===== config.mk =====
export PLATFORM = sky130hd
export DESIGN_NAME = dcache_top
export DESIGN_NICKNAME = d
export VERILOG_FILES = /design/src/dcache_pkg.sv /design/src/dcache_replay_fifo.sv /design/src/dcache_pipe.sv /design/src/dcache_uce.sv /design/src/dcache_top.sv
export VERILOG_INCLUDE_DIRS = /design/src
export SDC_FILE = /design/constraint.sdc
export NUM_CORES = 2
export LEC_CHECK = 0
export ABC_CLOCK_PERIOD_IN_PS = 7950
export BUFFER_PORTS_ARGS = -buffer_cell sky130_fd_sc_hd__buf_2
export CORE_MARGIN = 2
export CORE_UTILIZATION = 55
export CTS_CLUSTER_DIAMETER = 60
export DETAILED_ROUTE_END_ITERATION = 10
export PLACE_DENSITY_LB_ADDON = 0.08
export SLEW_MARGIN = 20
export SYNTH_ARGS = -nofsm -noshare
export SYNTH_HDL_FRONTEND = slang
export SYNTH_SLANG_ARGS = --single-unit

===== constraint.sdc =====
create_clock -name clk_i -period 7.95 [get_ports clk_i]
set_input_delay 0.795 -clock clk_i [delete_from_list [all_inputs] [get_ports clk_i]]
set_output_delay 0.795 -clock clk_i [all_outputs]
set_load 0.01 [all_outputs]

===== src/dcache_macros.svh =====
// Data cache geometry and replay FIFO sizing
`ifndef DCACHE_MACROS_SVH
`define DCACHE_MACROS_SVH

`define DCACHE_DWORD_WIDTH 64
`define DCACHE_PTAG_WIDTH 8

// Byte in dword [2:0], word in block [4:3], set index [7:5]
`define DCACHE_OFFSET_WIDTH 8
`define DCACHE_PADDR_WIDTH 16

// Direct mapped
`define DCACHE_SETS 8

// Also the beat count of a fill
`define DCACHE_BLOCK_WORDS 4

`define DCACHE_REPLAY_ELS 8

`endif


===== src/dcache_pkg.sv =====
// Opcode, request packet and memory command types for the data cache
`default_nettype none

`include "dcache_macros.svh"

package dcache_pkg;

   typedef enum logic [0:0]
   {
      e_op_ld = 1'b0
      , e_op_sd = 1'b1
   } dcache_op_e;

   // 73 bits
   typedef struct packed
   {
      dcache_op_e                        opcode;
      logic [`DCACHE_OFFSET_WIDTH-1:0]   page_offset;
      logic [`DCACHE_DWORD_WIDTH-1:0]    data;
   } dcache_pkt_s;

   typedef enum logic [0:0]
   {
      e_mem_rd = 1'b0
      , e_mem_wr = 1'b1
   } mem_op_e;

endpackage

`default_nettype wire


===== src/dcache_replay_fifo.sv =====
// Request FIFO whose issue pointer can roll back to the oldest unretired entry
`timescale 1ns/100ps
`default_nettype none

`include "dcache_macros.svh"

module dcache_replay_fifo
   #(localparam ptr_width_lp = $clog2(`DCACHE_REPLAY_ELS))
   ( input  logic                            clk_i
   , input  logic                            reset_i

   , input  dcache_pkg::dcache_pkt_s         enq_pkt_i
   , input  logic [`DCACHE_PTAG_WIDTH-1:0]   enq_ptag_i
   , input  logic                            enq_v_i
   , output logic                            enq_ready_o

   , output dcache_pkg::dcache_pkt_s         issue_pkt_o
   , output logic [`DCACHE_PTAG_WIDTH-1:0]   issue_ptag_o
   , output logic                            issue_v_o
   , input  logic                            issue_yumi_i

   , input  logic                            retire_i
   , input  logic                            roll_i
   );

   dcache_pkg::dcache_pkt_s pkt_mem [`DCACHE_REPLAY_ELS];
   logic [`DCACHE_PTAG_WIDTH-1:0] ptag_mem [`DCACHE_REPLAY_ELS];

   // Extra MSB tells full from empty
   logic [ptr_width_lp:0] wptr_r, iptr_r, rptr_r;
   logic [ptr_width_lp:0] wptr_n, rptr_n;
   logic enq, full_n, ready_r;

   assign enq = enq_v_i & ready_r;
   assign wptr_n = wptr_r + {{ptr_width_lp{1'b0}}, enq};
   assign rptr_n = rptr_r + {{ptr_width_lp{1'b0}}, retire_i};
   assign full_n = (wptr_n[ptr_width_lp] != rptr_n[ptr_width_lp])
                   & (wptr_n[ptr_width_lp-1:0] == rptr_n[ptr_width_lp-1:0]);

   assign enq_ready_o = ready_r;
   assign issue_v_o = (iptr_r != wptr_r);
   assign issue_pkt_o = pkt_mem[iptr_r[ptr_width_lp-1:0]];
   assign issue_ptag_o = ptag_mem[iptr_r[ptr_width_lp-1:0]];

   always_ff @(posedge clk_i)
   begin
      if (enq)
      begin
         pkt_mem[wptr_r[ptr_width_lp-1:0]] <= enq_pkt_i;
         ptag_mem[wptr_r[ptr_width_lp-1:0]] <= enq_ptag_i;
      end
   end

   always_ff @(posedge clk_i)
   begin
      if (reset_i)
      begin
         wptr_r <= '0;
         iptr_r <= '0;
         rptr_r <= '0;
         ready_r <= 1'b0;
      end
      else
      begin
         wptr_r <= wptr_n;
         rptr_r <= rptr_n;
         ready_r <= ~full_n;
         // Replay everything not yet retired
         if (roll_i)
            iptr_r <= rptr_r;
         else if (issue_yumi_i)
            iptr_r <= iptr_r + 1'b1;
      end
   end

endmodule

`default_nettype wire


===== src/dcache_pipe.sv =====
// Tag, valid and data arrays with the three-stage lookup, poison and result logic
`timescale 1ns/100ps
`default_nettype none

`include "dcache_macros.svh"

module dcache_pipe
   #(localparam index_width_lp = $clog2(`DCACHE_SETS)
   , localparam word_width_lp = $clog2(`DCACHE_BLOCK_WORDS)
   )
   ( input  logic                              clk_i
   , input  logic                              reset_i

   , input  dcache_pkg::dcache_pkt_s           issue_pkt_i
   , input  logic [`DCACHE_PTAG_WIDTH-1:0]     issue_ptag_i
   , input  logic                              issue_v_i
   , output logic                              issue_yumi_o
   , output logic                              retire_o
   , output logic                              roll_o

   , output logic                              req_v_o
   , output dcache_pkg::dcache_op_e            req_op_o
   , output logic [`DCACHE_PADDR_WIDTH-1:0]    req_addr_o
   , output logic [`DCACHE_DWORD_WIDTH-1:0]    req_data_o
   , input  logic                              req_yumi_i

   , input  logic                              fill_v_i
   , input  logic [index_width_lp-1:0]         fill_index_i
   , input  logic [word_width_lp-1:0]          fill_word_i
   , input  logic [`DCACHE_DWORD_WIDTH-1:0]    fill_data_i
   , input  logic                              tag_v_i
   , input  logic [index_width_lp-1:0]         tag_index_i
   , input  logic [`DCACHE_PTAG_WIDTH-1:0]     tag_i
   , input  logic                              busy_i

   , output logic [`DCACHE_DWORD_WIDTH-1:0]    data_o
   , output logic                              v_o
   );

   localparam byte_width_lp = $clog2(`DCACHE_DWORD_WIDTH/8);
   localparam line_width_lp = index_width_lp + word_width_lp;

   logic [`DCACHE_PTAG_WIDTH-1:0] tag_mem [`DCACHE_SETS];
   logic [`DCACHE_SETS-1:0] valid_r;
   // Addressed by {set, word}
   logic [`DCACHE_DWORD_WIDTH-1:0] data_mem [`DCACHE_SETS*`DCACHE_BLOCK_WORDS];

   logic [line_width_lp-1:0] issue_line, line_tv;
   logic [index_width_lp-1:0] issue_index;

   // Verify stage
   logic v_tv_r, tag_valid_tv_r;
   dcache_pkg::dcache_pkt_s pkt_tv_r;
   logic [`DCACHE_PTAG_WIDTH-1:0] ptag_tv_r, tag_tv_r;
   logic [`DCACHE_DWORD_WIDTH-1:0] data_tv_r;
   logic store_tv, hit_tv, ok_tv;

   // Result stage
   logic v_rs_r, ok_rs_r, store_rs_r;
   logic [`DCACHE_DWORD_WIDTH-1:0] data_rs_r;

   assign issue_line = issue_pkt_i.page_offset[byte_width_lp +: line_width_lp];
   assign issue_index = issue_line[word_width_lp +: index_width_lp];
   assign line_tv = pkt_tv_r.page_offset[byte_width_lp +: line_width_lp];

   // Hold off after a store so its array write lands before the next read
   assign issue_yumi_o = issue_v_i & ~busy_i & ~roll_o & ~(v_tv_r & store_tv);

   assign store_tv = (pkt_tv_r.opcode == dcache_pkg::e_op_sd);
   assign hit_tv = tag_valid_tv_r & (tag_tv_r == ptag_tv_r);
   assign ok_tv = store_tv ? req_yumi_i : hit_tv;

   // A flushed item must not reach the engine
   assign req_v_o = v_tv_r & (store_tv | ~hit_tv) & ~roll_o;
   assign req_op_o = pkt_tv_r.opcode;
   assign req_addr_o = {ptag_tv_r, pkt_tv_r.page_offset};
   assign req_data_o = pkt_tv_r.data;

   assign v_o = v_rs_r & ok_rs_r;
   assign roll_o = v_rs_r & ~ok_rs_r;
   assign retire_o = v_o;
   assign data_o = store_rs_r ? '0 : data_rs_r;

   always_ff @(posedge clk_i)
   begin
      if (fill_v_i)
         data_mem[{fill_index_i, fill_word_i}] <= fill_data_i;
      else if (v_tv_r & store_tv & hit_tv & req_yumi_i)
         data_mem[line_tv] <= pkt_tv_r.data;
      if (tag_v_i)
         tag_mem[tag_index_i] <= tag_i;
   end

   always_ff @(posedge clk_i)
   begin
      if (reset_i)
         valid_r <= '0;
      else if (tag_v_i)
         valid_r[tag_index_i] <= 1'b1;
   end

   always_ff @(posedge clk_i)
   begin
      pkt_tv_r <= issue_pkt_i;
      ptag_tv_r <= issue_ptag_i;
      tag_tv_r <= tag_mem[issue_index];
      tag_valid_tv_r <= valid_r[issue_index];
      data_tv_r <= data_mem[issue_line];
      ok_rs_r <= ok_tv;
      store_rs_r <= store_tv;
      data_rs_r <= data_tv_r;
   end

   always_ff @(posedge clk_i)
   begin
      if (reset_i)
      begin
         v_tv_r <= 1'b0;
         v_rs_r <= 1'b0;
      end
      else
      begin
         v_tv_r <= issue_yumi_o;
         // Poison flushes the younger item
         v_rs_r <= v_tv_r & ~roll_o;
      end
   end

endmodule

`default_nettype wire


===== src/dcache_uce.sv =====
// Uncached engine serving block fills and write-through stores to memory
`timescale 1ns/100ps
`default_nettype none

`include "dcache_macros.svh"

module dcache_uce
   #(localparam index_width_lp = $clog2(`DCACHE_SETS)
   , localparam word_width_lp = $clog2(`DCACHE_BLOCK_WORDS)
   )
   ( input  logic                              clk_i
   , input  logic                              reset_i

   , input  logic                              req_v_i
   , input  dcache_pkg::dcache_op_e            req_op_i
   , input  logic [`DCACHE_PADDR_WIDTH-1:0]    req_addr_i
   , input  logic [`DCACHE_DWORD_WIDTH-1:0]    req_data_i
   , output logic                              req_yumi_o

   , output logic                              fill_v_o
   , output logic [index_width_lp-1:0]         fill_index_o
   , output logic [word_width_lp-1:0]          fill_word_o
   , output logic [`DCACHE_DWORD_WIDTH-1:0]    fill_data_o
   , output logic                              tag_v_o
   , output logic [index_width_lp-1:0]         tag_index_o
   , output logic [`DCACHE_PTAG_WIDTH-1:0]     tag_o
   , output logic                              busy_o

   , output dcache_pkg::mem_op_e               mem_cmd_op_o
   , output logic [`DCACHE_PADDR_WIDTH-1:0]    mem_cmd_addr_o
   , output logic [`DCACHE_DWORD_WIDTH-1:0]    mem_cmd_data_o
   , output logic                              mem_cmd_v_o
   , output logic                              mem_cmd_last_o
   , input  logic                              mem_cmd_ready_and_i

   , input  logic [`DCACHE_DWORD_WIDTH-1:0]    mem_resp_data_i
   , input  logic                              mem_resp_v_i
   , input  logic                              mem_resp_last_i
   , output logic                              mem_resp_ready_and_o
   );

   localparam block_lsb_lp = $clog2(`DCACHE_DWORD_WIDTH/8) + word_width_lp;

   typedef enum logic [1:0] {e_idle, e_send_wr, e_send_rd, e_recv} state_e;

   state_e state_r, state_n;
   logic [`DCACHE_PADDR_WIDTH-1:0] addr_r;
   logic [`DCACHE_DWORD_WIDTH-1:0] data_r;
   logic [word_width_lp-1:0] beat_r;

   assign req_yumi_o = req_v_i & (state_r == e_idle);
   assign busy_o = (state_r != e_idle);

   // Single-beat commands; reads go out block aligned
   assign mem_cmd_v_o = (state_r == e_send_wr) | (state_r == e_send_rd);
   assign mem_cmd_op_o = (state_r == e_send_wr) ? dcache_pkg::e_mem_wr : dcache_pkg::e_mem_rd;
   assign mem_cmd_addr_o = (state_r == e_send_wr)
                           ? addr_r
                           : {addr_r[`DCACHE_PADDR_WIDTH-1:block_lsb_lp], {block_lsb_lp{1'b0}}};
   assign mem_cmd_data_o = data_r;
   assign mem_cmd_last_o = 1'b1;
   assign mem_resp_ready_and_o = (state_r == e_recv);

   assign fill_v_o = (state_r == e_recv) & mem_resp_v_i;
   assign fill_index_o = addr_r[block_lsb_lp +: index_width_lp];
   assign fill_word_o = beat_r;
   assign fill_data_o = mem_resp_data_i;

   // Tag goes valid with the last beat
   assign tag_v_o = fill_v_o & mem_resp_last_i;
   assign tag_index_o = addr_r[block_lsb_lp +: index_width_lp];
   assign tag_o = addr_r[`DCACHE_PADDR_WIDTH-1 -: `DCACHE_PTAG_WIDTH];

   always_comb
   begin
      state_n = state_r;
      case (state_r)
         e_idle:
            if (req_yumi_o)
               state_n = (req_op_i == dcache_pkg::e_op_sd) ? e_send_wr : e_send_rd;
         e_send_wr:
            if (mem_cmd_ready_and_i)
               state_n = e_idle;
         e_send_rd:
            if (mem_cmd_ready_and_i)
               state_n = e_recv;
         e_recv:
            if (tag_v_o)
               state_n = e_idle;
         default:
            state_n = e_idle;
      endcase
   end

   always_ff @(posedge clk_i)
   begin
      if (reset_i)
         state_r <= e_idle;
      else
         state_r <= state_n;
   end

   always_ff @(posedge clk_i)
   begin
      if (reset_i | (state_r == e_send_rd))
         beat_r <= '0;
      else if (fill_v_o)
         beat_r <= beat_r + 1'b1;
   end

   always_ff @(posedge clk_i)
   begin
      if (req_yumi_o)
      begin
         addr_r <= req_addr_i;
         data_r <= req_data_i;
      end
   end

endmodule

`default_nettype wire


===== src/dcache_top.sv =====
// Data cache top level joining the replay FIFO, lookup pipeline and uncached engine
`timescale 1ns/100ps
`default_nettype none

`include "dcache_macros.svh"

module dcache_top
   ( input  logic                              clk_i
   , input  logic                              reset_i

   , input  dcache_pkg::dcache_pkt_s           pkt_i
   , input  logic [`DCACHE_PTAG_WIDTH-1:0]     ptag_i
   , input  logic                              v_i
   , output logic                              ready_o

   , output logic [`DCACHE_DWORD_WIDTH-1:0]    data_o
   , output logic                              v_o

   , output dcache_pkg::mem_op_e               mem_cmd_op_o
   , output logic [`DCACHE_PADDR_WIDTH-1:0]    mem_cmd_addr_o
   , output logic [`DCACHE_DWORD_WIDTH-1:0]    mem_cmd_data_o
   , output logic                              mem_cmd_v_o
   , output logic                              mem_cmd_last_o
   , input  logic                              mem_cmd_ready_and_i

   , input  logic [`DCACHE_DWORD_WIDTH-1:0]    mem_resp_data_i
   , input  logic                              mem_resp_v_i
   , input  logic                              mem_resp_last_i
   , output logic                              mem_resp_ready_and_o
   );

   localparam index_width_lp = $clog2(`DCACHE_SETS);
   localparam word_width_lp = $clog2(`DCACHE_BLOCK_WORDS);

   // FIFO and pipe
   dcache_pkg::dcache_pkt_s issue_pkt;
   logic [`DCACHE_PTAG_WIDTH-1:0] issue_ptag;
   logic issue_v, issue_yumi, retire, roll;

   // Pipe and engine
   logic req_v, req_yumi;
   dcache_pkg::dcache_op_e req_op;
   logic [`DCACHE_PADDR_WIDTH-1:0] req_addr;
   logic [`DCACHE_DWORD_WIDTH-1:0] req_data;

   logic fill_v, tag_v, busy;
   logic [index_width_lp-1:0] fill_index, tag_index;
   logic [word_width_lp-1:0] fill_word;
   logic [`DCACHE_DWORD_WIDTH-1:0] fill_data;
   logic [`DCACHE_PTAG_WIDTH-1:0] tag;

   dcache_replay_fifo u_replay_fifo
      (.clk_i(clk_i)
      ,.reset_i(reset_i)
      ,.enq_pkt_i(pkt_i)
      ,.enq_ptag_i(ptag_i)
      ,.enq_v_i(v_i)
      ,.enq_ready_o(ready_o)
      ,.issue_pkt_o(issue_pkt)
      ,.issue_ptag_o(issue_ptag)
      ,.issue_v_o(issue_v)
      ,.issue_yumi_i(issue_yumi)
      ,.retire_i(retire)
      ,.roll_i(roll)
      );

   dcache_pipe u_pipe
      (.clk_i(clk_i)
      ,.reset_i(reset_i)
      ,.issue_pkt_i(issue_pkt)
      ,.issue_ptag_i(issue_ptag)
      ,.issue_v_i(issue_v)
      ,.issue_yumi_o(issue_yumi)
      ,.retire_o(retire)
      ,.roll_o(roll)
      ,.req_v_o(req_v)
      ,.req_op_o(req_op)
      ,.req_addr_o(req_addr)
      ,.req_data_o(req_data)
      ,.req_yumi_i(req_yumi)
      ,.fill_v_i(fill_v)
      ,.fill_index_i(fill_index)
      ,.fill_word_i(fill_word)
      ,.fill_data_i(fill_data)
      ,.tag_v_i(tag_v)
      ,.tag_index_i(tag_index)
      ,.tag_i(tag)
      ,.busy_i(busy)
      ,.data_o(data_o)
      ,.v_o(v_o)
      );

   dcache_uce u_uce
      (.clk_i(clk_i)
      ,.reset_i(reset_i)
      ,.req_v_i(req_v)
      ,.req_op_i(req_op)
      ,.req_addr_i(req_addr)
      ,.req_data_i(req_data)
      ,.req_yumi_o(req_yumi)
      ,.fill_v_o(fill_v)
      ,.fill_index_o(fill_index)
      ,.fill_word_o(fill_word)
      ,.fill_data_o(fill_data)
      ,.tag_v_o(tag_v)
      ,.tag_index_o(tag_index)
      ,.tag_o(tag)
      ,.busy_o(busy)
      ,.mem_cmd_op_o(mem_cmd_op_o)
      ,.mem_cmd_addr_o(mem_cmd_addr_o)
      ,.mem_cmd_data_o(mem_cmd_data_o)
      ,.mem_cmd_v_o(mem_cmd_v_o)
      ,.mem_cmd_last_o(mem_cmd_last_o)
      ,.mem_cmd_ready_and_i(mem_cmd_ready_and_i)
      ,.mem_resp_data_i(mem_resp_data_i)
      ,.mem_resp_v_i(mem_resp_v_i)
      ,.mem_resp_last_i(mem_resp_last_i)
      ,.mem_resp_ready_and_o(mem_resp_ready_and_o)
      );

endmodule

`default_nettype wire


Word level (Yosys, flattened, before mapping)
Memory sizes are Yosys's and may differ from the RTL's. A register that Yosys moved wholly into a read port is not among the register bits.
Index checks and enable logic that the tools add are counted.
{ "word_totals": {"register_bits": 247, "input_bits": 151, "mem_bits_rw": 2760, "mem_count": 4} }
{ "classes": {"magnitude_cmp": 3, "reduce_logical": 6, "bitwise_logic": 27, "n_mux": 30, "n_addsub": 4, "eq_ne": 11} }
{ "mem_list": {"columns": ["memory", "depth", "word_bits", "rd", "rd_ports_with_merged_regs", "write_ports", "line_no", "rtl"], "rows": [
  ["u_pipe.data_mem", 32, 64, 1, 1, 1, "dcache_pipe.sv:46", "logic [`DCACHE_DWORD_WIDTH-1:0] data_mem [`DCACHE_SETS*`DCACHE_BLOCK_WORDS];"],
  ["u_replay_fifo.pkt_mem", 8, 73, 1, 1, 1, "dcache_replay_fifo.sv:26", "dcache_pkg::dcache_pkt_s pkt_mem [`DCACHE_REPLAY_ELS];"],
  ["u_pipe.tag_mem", 8, 8, 1, 1, 1, "dcache_pipe.sv:43", "logic [`DCACHE_PTAG_WIDTH-1:0] tag_mem [`DCACHE_SETS];"],
  ["u_replay_fifo.ptag_mem", 8, 8, 1, 1, 1, "dcache_replay_fifo.sv:27", "logic [`DCACHE_PTAG_WIDTH-1:0] ptag_mem [`DCACHE_REPLAY_ELS];"]
]} }
{ "op_table": {"columns": ["operator", "n"], "rows": [
  ["64-bit two-way mux", 2],
  ["64-bit OR reduction", 1],
  ["1-bit bitwise AND", 17],
  ["1-bit two-way mux", 14],
  ["2-bit two-way mux", 5],
  ["5-bit two-way mux", 2],
  ["4-bit by 1-bit adder with 4-bit output", 2],
  ["8-bit == test", 1],
  ["3-bit by 4-bit < comparator with 1-bit output, second input constant", 2],
  ["4-bit two-way mux", 2],
  ["8-bit bitwise OR", 1],
  ["2-bit case mux with 4 select lines", 1],
  ["3-bit two-way mux", 2],
  ["2-bit != test, second input constant", 3],
  ["1-bit inverter", 6],
  ["4-bit by 1-bit adder with 4-bit output, second input constant", 1],
  ["2-bit == test, second input constant", 2],
  ["4-bit != test", 1],
  ["4-bit AND reduction", 1],
  ["2-bit nonzero test", 2],
  ["1-bit binary-select mux with 3-bit select", 1],
  ["1-bit demux with 3-bit select", 1],
  ["3-bit == test", 1],
  ["3-bit by 1-bit greater-or-equal comparator with 1-bit output, second input constant", 1],
  ["7 further kinds", 9]
]} }

Logic depth before layout (Yosys ltp)
{ "logic_depth": {"word_depth": 13, "depth_mapped": 15, "depth_no_buf": 8} }

Cells and area by module
Synthesis repeated with hierarchy kept, for this count alone.
{ "hier_totals": {"cells_unflattened": 4973, "area_unflattened_um2": 114269.6} }
{ "by_module_without_submodules": {"columns": ["mod", "seq_area_each_um2", "instances", "area_per_inst_um2", "cells_each"], "rows": [
  ["dcache_pipe", 68025.2, 1, 85457.0, 3749],
  ["dcache_replay_fifo", 19779.0, 1, 25408.1, 1016],
  ["dcache_uce", 2482.4, 1, 3404.5, 208]
]} }

Worst setup path after synthesis
OpenSTA, ideal clock, no wires.
{ "synth_path": {"path_kind": "input port to flip-flop", "start": "input v_i", "end": "memory u_replay_fifo.pkt_mem[0][0] in the netlist's numbering (enable)", "path_stages": 3, "arrival_ns": 6.542, "slack_ns": 0.788, "setup_time_ns": 0.620, "cell_sequence": "and2_1 -> nand2b_1 -> nor3_1"} }
{ "synth_between": {"elab_chain_cells": 3} }
{ "synth_lines": {"columns": ["item", "line_no", "rtl"], "rows": [
  ["from (decl)", "dcache_top.sv:13", ", input logic v_i"],
  ["1-bit bitwise AND", "dcache_replay_fifo.sv:34", "assign enq = enq_v_i & ready_r;"],
  ["1-bit two-way mux", "dcache_replay_fifo.sv:47", "if (enq)"],
  ["1-bit two-way mux (implied by the code)", "dcache_replay_fifo.sv:49", "pkt_mem[wptr_r[ptr_width_lp-1:0]] <= enq_pkt_i;"],
  ["to (decl)", "dcache_replay_fifo.sv:26", null]
]} }
No other way between the ends.

==> results.sh <==
export IMPL_cp_data_required_time_ns=8.71
export IMPL_dieHeight_um=464
export IMPL_place_congestion=0.783
export IMPL_final_antenna_net_count=0
export IMPL_worst_pin_slew_ns=1.20
export IMPL_p_leak_nw=44.3
export IMPL_clock_path_buffers=4
export IMPL_synth_fa_ha_area_share_pct=0.107
export IMPL_port_buffers=299
export IMPL_grt_max_degree=286
export IMPL_arrival_ns=6.32
export IMPL_crit_top_cell="buf_4"
export IMPL_synth_top_cell_area_share_pct=73.1
export IMPL_cts_tree="done"
export IMPL_placed_area_mm2=0.121
export IMPL_clock_fmax_mhz=180
export IMPL_start_util_pct=55.1
export IMPL_setup_viol=0
export IMPL_via_per_inst=6.20
export IMPL_cts_setup_buffers=0
export IMPL_finish_instance_area_mm2=0.131
export IMPL_io_pins=301
export IMPL_path_class="reg2reg"
export IMPL_synth_top_family_by_area="simple AND/OR/NAND/NOR gates"
export IMPL_critical_path_top_delay_family="buffers and inverters"
export IMPL_nets=7601
export IMPL_dieArea_mm2=0.216
export IMPL_antenna_found_initial=49
export IMPL_drv_slew=0
export IMPL_relSlewSlack_pct=19.7
export IMPL_cts_root_buf="clkbuf_16"
export IMPL_cp_slowest_cell="mux4_4"
export IMPL_first_pass_iters=8
export IMPL_yosysUniqueCellTypes=56
export IMPL_numCtsBuffers=324
export IMPL_synthMuxAreaShare_pct=8.48
export IMPL_report_final_hold_viol_count=0
export IMPL_rsz0062_at_grt="false"
export IMPL_finalSetupTns_ns=0
export IMPL_synthArstFlopShare_pct=0
export IMPL_drc=0
export IMPL_ys_seq_area_share_pct=77.4
export IMPL_syn_inst=7102
export IMPL_synthToLayoutAreaGrowth_pct=12.8
export IMPL_cp_end_kind="flip-flop"
export IMPL_nFillCells=15300
export IMPL_core_area_mm2=0.211
export IMPL_synth_area_mm2=0.117
export IMPL_cts_hold_buf=0
export IMPL_power_density_mw_per_mm2=322
export IMPL_yosysTopAreaCell="edfxtp_1"
export IMPL_drt_wl_total_mm=312
export IMPL_ir_drop_v=0.000260
export IMPL_row_count=169
export IMPL_cts_sinks=3090
export IMPL_drive_gt1_share_pct=17.5
export IMPL_die_x_um=464
export IMPL_synth_edff_count=2840
export IMPL_path_buf_inv=4
export IMPL_dpl_hpwl_mm=163
export IMPL_synth_compound_area_share_pct=3.26
export IMPL_vias=65300
export IMPL_grt_pass1_vias=64000
export IMPL_syn_num_nets=7263
export IMPL_cap_violations=0
export IMPL_routedWlPerCell_um=29.7
export IMPL_synth_seq_cells=3090
export IMPL_clock_latency_ns=0.95
export IMPL_synth_simple_gate_area_share_pct=8.71
export IMPL_crit_path_cell_trace="buf_4, mux4_4, clkinv_16, buf_16, buf_4, mux2i_1, a32oi_1, a221oi_1, a31oi_1"
export IMPL_finalCoreUtilization_pct=62.2
export IMPL_grt_pass1_wl_mm=449
export IMPL_finalClockSkew_ns=0.0592
export IMPL_syn_avg_cell_area_um2=16.4
export IMPL_netlist_top_cells_area="edfxtp_1, mux4_2, nand2_1"
export IMPL_status="complete, no violations"
export IMPL_cpPeakStageDelay_ns=0.95
export IMPL_post_route_min_period_ns=5.55
export IMPL_worstPathMaxFanout=153
export IMPL_cts_resized=0
export IMPL_clk_pin_slew_ns=0.06
export IMPL_hp_class="in2reg"
export IMPL_synthXorXnorAreaFrac_pct=0.173
export IMPL_min_period_over_period_pct=69.9
export IMPL_synthFlopType="edfxtp_1"
export IMPL_synth_warnings=0
export IMPL_grt_total_usage_pct=28.8
export IMPL_htreeDepth=5
export IMPL_power_w=0.0424
export IMPL_overflow=0
export IMPL_drt_iter0_drc=7750
export IMPL_start_kind="flip-flop"
[synth_stat cells, types with 12 or more instances]
| library cell | count |
|---|---|
| o21ai_0 | 22 |
| o31a_1 | 19 |
| a31oi_1 | 62 |
| mux2i_1 | 291 |
| dfxtp_1 | 250 |
| buf_4 | 52 |
| buf_1 | 57 |
| nand3_1 | 705 |
| o221ai_1 | 46 |
| o22ai_1 | 39 |
| nor2b_1 | 70 |
| edfxtp_1 | 2840 |
| a221oi_1 | 32 |
| a21oi_1 | 130 |
| buf_6 | 15 |
| clkbuf_1 | 247 |
| a311oi_1 | 51 |
| mux2_2 | 144 |
| buf_2 | 63 |
| and3_1 | 63 |
| nand4_1 | 12 |
| nor3_1 | 38 |
| mux4_2 | 236 |
| a32o_1 | 21 |
| a32oi_1 | 81 |
| or4_1 | 16 |
| xor2_1 | 12 |
| nor2_1 | 48 |
| nand2_1 | 1351 |
[stage by stage]
step / instances / setup slack [ns] / hold slack (ns)
final: 10500 / 2.40 / 0.107
after global routing: 10500 / 2.11 / 0.0746
after CTS: 10500 / 2.76 / 0.0364
after detailed placement: 9934 / 2.80 / 0.312
after global placement: 9933 / 2.87 / 0.312
after floorplan: 7102 / 0.788 / 0.310
[flip-flops by register name, indices dropped and copies added (netlist names), 2 cells and up, named ones only]
register and cells:
u_pipe.data_mem 2048, u_pipe.data_rs_r 64, u_pipe.data_tv_r 64, u_pipe.ptag_tv_r 8, u_pipe.req_addr_o 8, u_pipe.req_data_o 64
u_pipe.tag_mem 64, u_pipe.tag_tv_r 8, u_pipe.valid_r 8, u_replay_fifo.iptr_r 4, u_replay_fifo.pkt_mem 584, u_replay_fifo.ptag_mem 64
u_replay_fifo.rptr_r 4, u_replay_fifo.wptr_r 4, u_uce.addr_r 16, u_uce.fill_word_o 2, u_uce.mem_cmd_data_o 64, u_uce.state_r 2
[final cells by class]
class / count / area, um^2 / area share, %
Clock buffer: 461 / 9120 / 6.94
Tap cell: 2821 / 3530 / 2.68
Multi-Input combinational cell: 3561 / 24600 / 18.7
Sequential cell: 3090 / 90300 / 68.7
Antenna cell: 24 / 60.1 / 0.0457
Inverter: 14 / 95.1 / 0.0723
Timing Repair Buffer: 449 / 2850 / 2.16
Clock inverter: 108 / 983 / 0.748
[layout by cell type, fill, tap and decap left out, types with 37 or more instances in the layout]
master and instances:
o22ai_1 39, a311oi_1 51, buf_2 299, dfxtp_1 246
edfxtp_1 2840, a31oi_1 59, mux2_2 144, clkbuf_16 330
and3_1 63, a21oi_1 130, nand3_1 705, clkbuf_1 94
clkinv_2 43, a32oi_1 81, mux4_2 235, clkbuf_8 37
buf_4 132, clkinv_1 37, nand2_1 1351, nor2b_1 70
mux2i_1 288, o221ai_1 46
[worst paths after layout]
| kind | startpoint | to | slack, ns | cells past startpoint |
|---|---|---|---|---|
| max reg2reg | flip-flop | u_pipe.data_tv_r[44]$_DFF_P_ | 2.40 | 9 |
| min reg2reg | u_pipe.data_tv_r[21]$_DFF_P_ | u_pipe.data_rs_r[21]$_DFF_P_ | 0.33 | 0 |
| max | flip-flop | u_pipe.data_tv_r[44]$_DFF_P_ | 2.40 | 9 |
| min | pkt_i[45] | u_replay_fifo.pkt_mem[2][45]$_DFFE_PP_ | 0.11 | 1 |
[per-layer routing]
layer  GRT usage, %  routed length [um]  share of wire, %  vias up
li1               -                   -                 -    28000
met1           42.0              131000                42    33800
met2           44.6              146000                47     2987
met3           6.30               28700               9.2      489
met4           7.01                6580               2.1       70
met5              0                 443              0.14        -
[logic make-up (layout without fill, tap and decap cells)]
| group | count (synthesis) | count (layout) |
|---|---|---|
| XOR/XNOR | 23 | 23 |
| other | 1 | 25 |
| multiplexers | 673 | 673 |
| adder cells (fa/ha/maj) | 10 | 10 |
| buffers and inverters | 451 | 1032 |
| AND/OR/NAND/NOR | 2327 | 2327 |
| flip-flops | 3090 | 3090 |
| AO/OA/AOI/OAI | 527 | 527 |
[report_power, final]
| part | internal [W] | total (W) | switching, W | leakage, nW |
|---|---|---|---|---|
| Combinational | 0.00309 | 0.00886 | 0.00577 | 11.7 |
| Clock | 0.00851 | 0.0145 | 0.00600 | 4.95 |
| Sequential | 0.0185 | 0.0190 | 0.000504 | 27.7 |
Note: power is estimated with default switching activity, not from simulation.
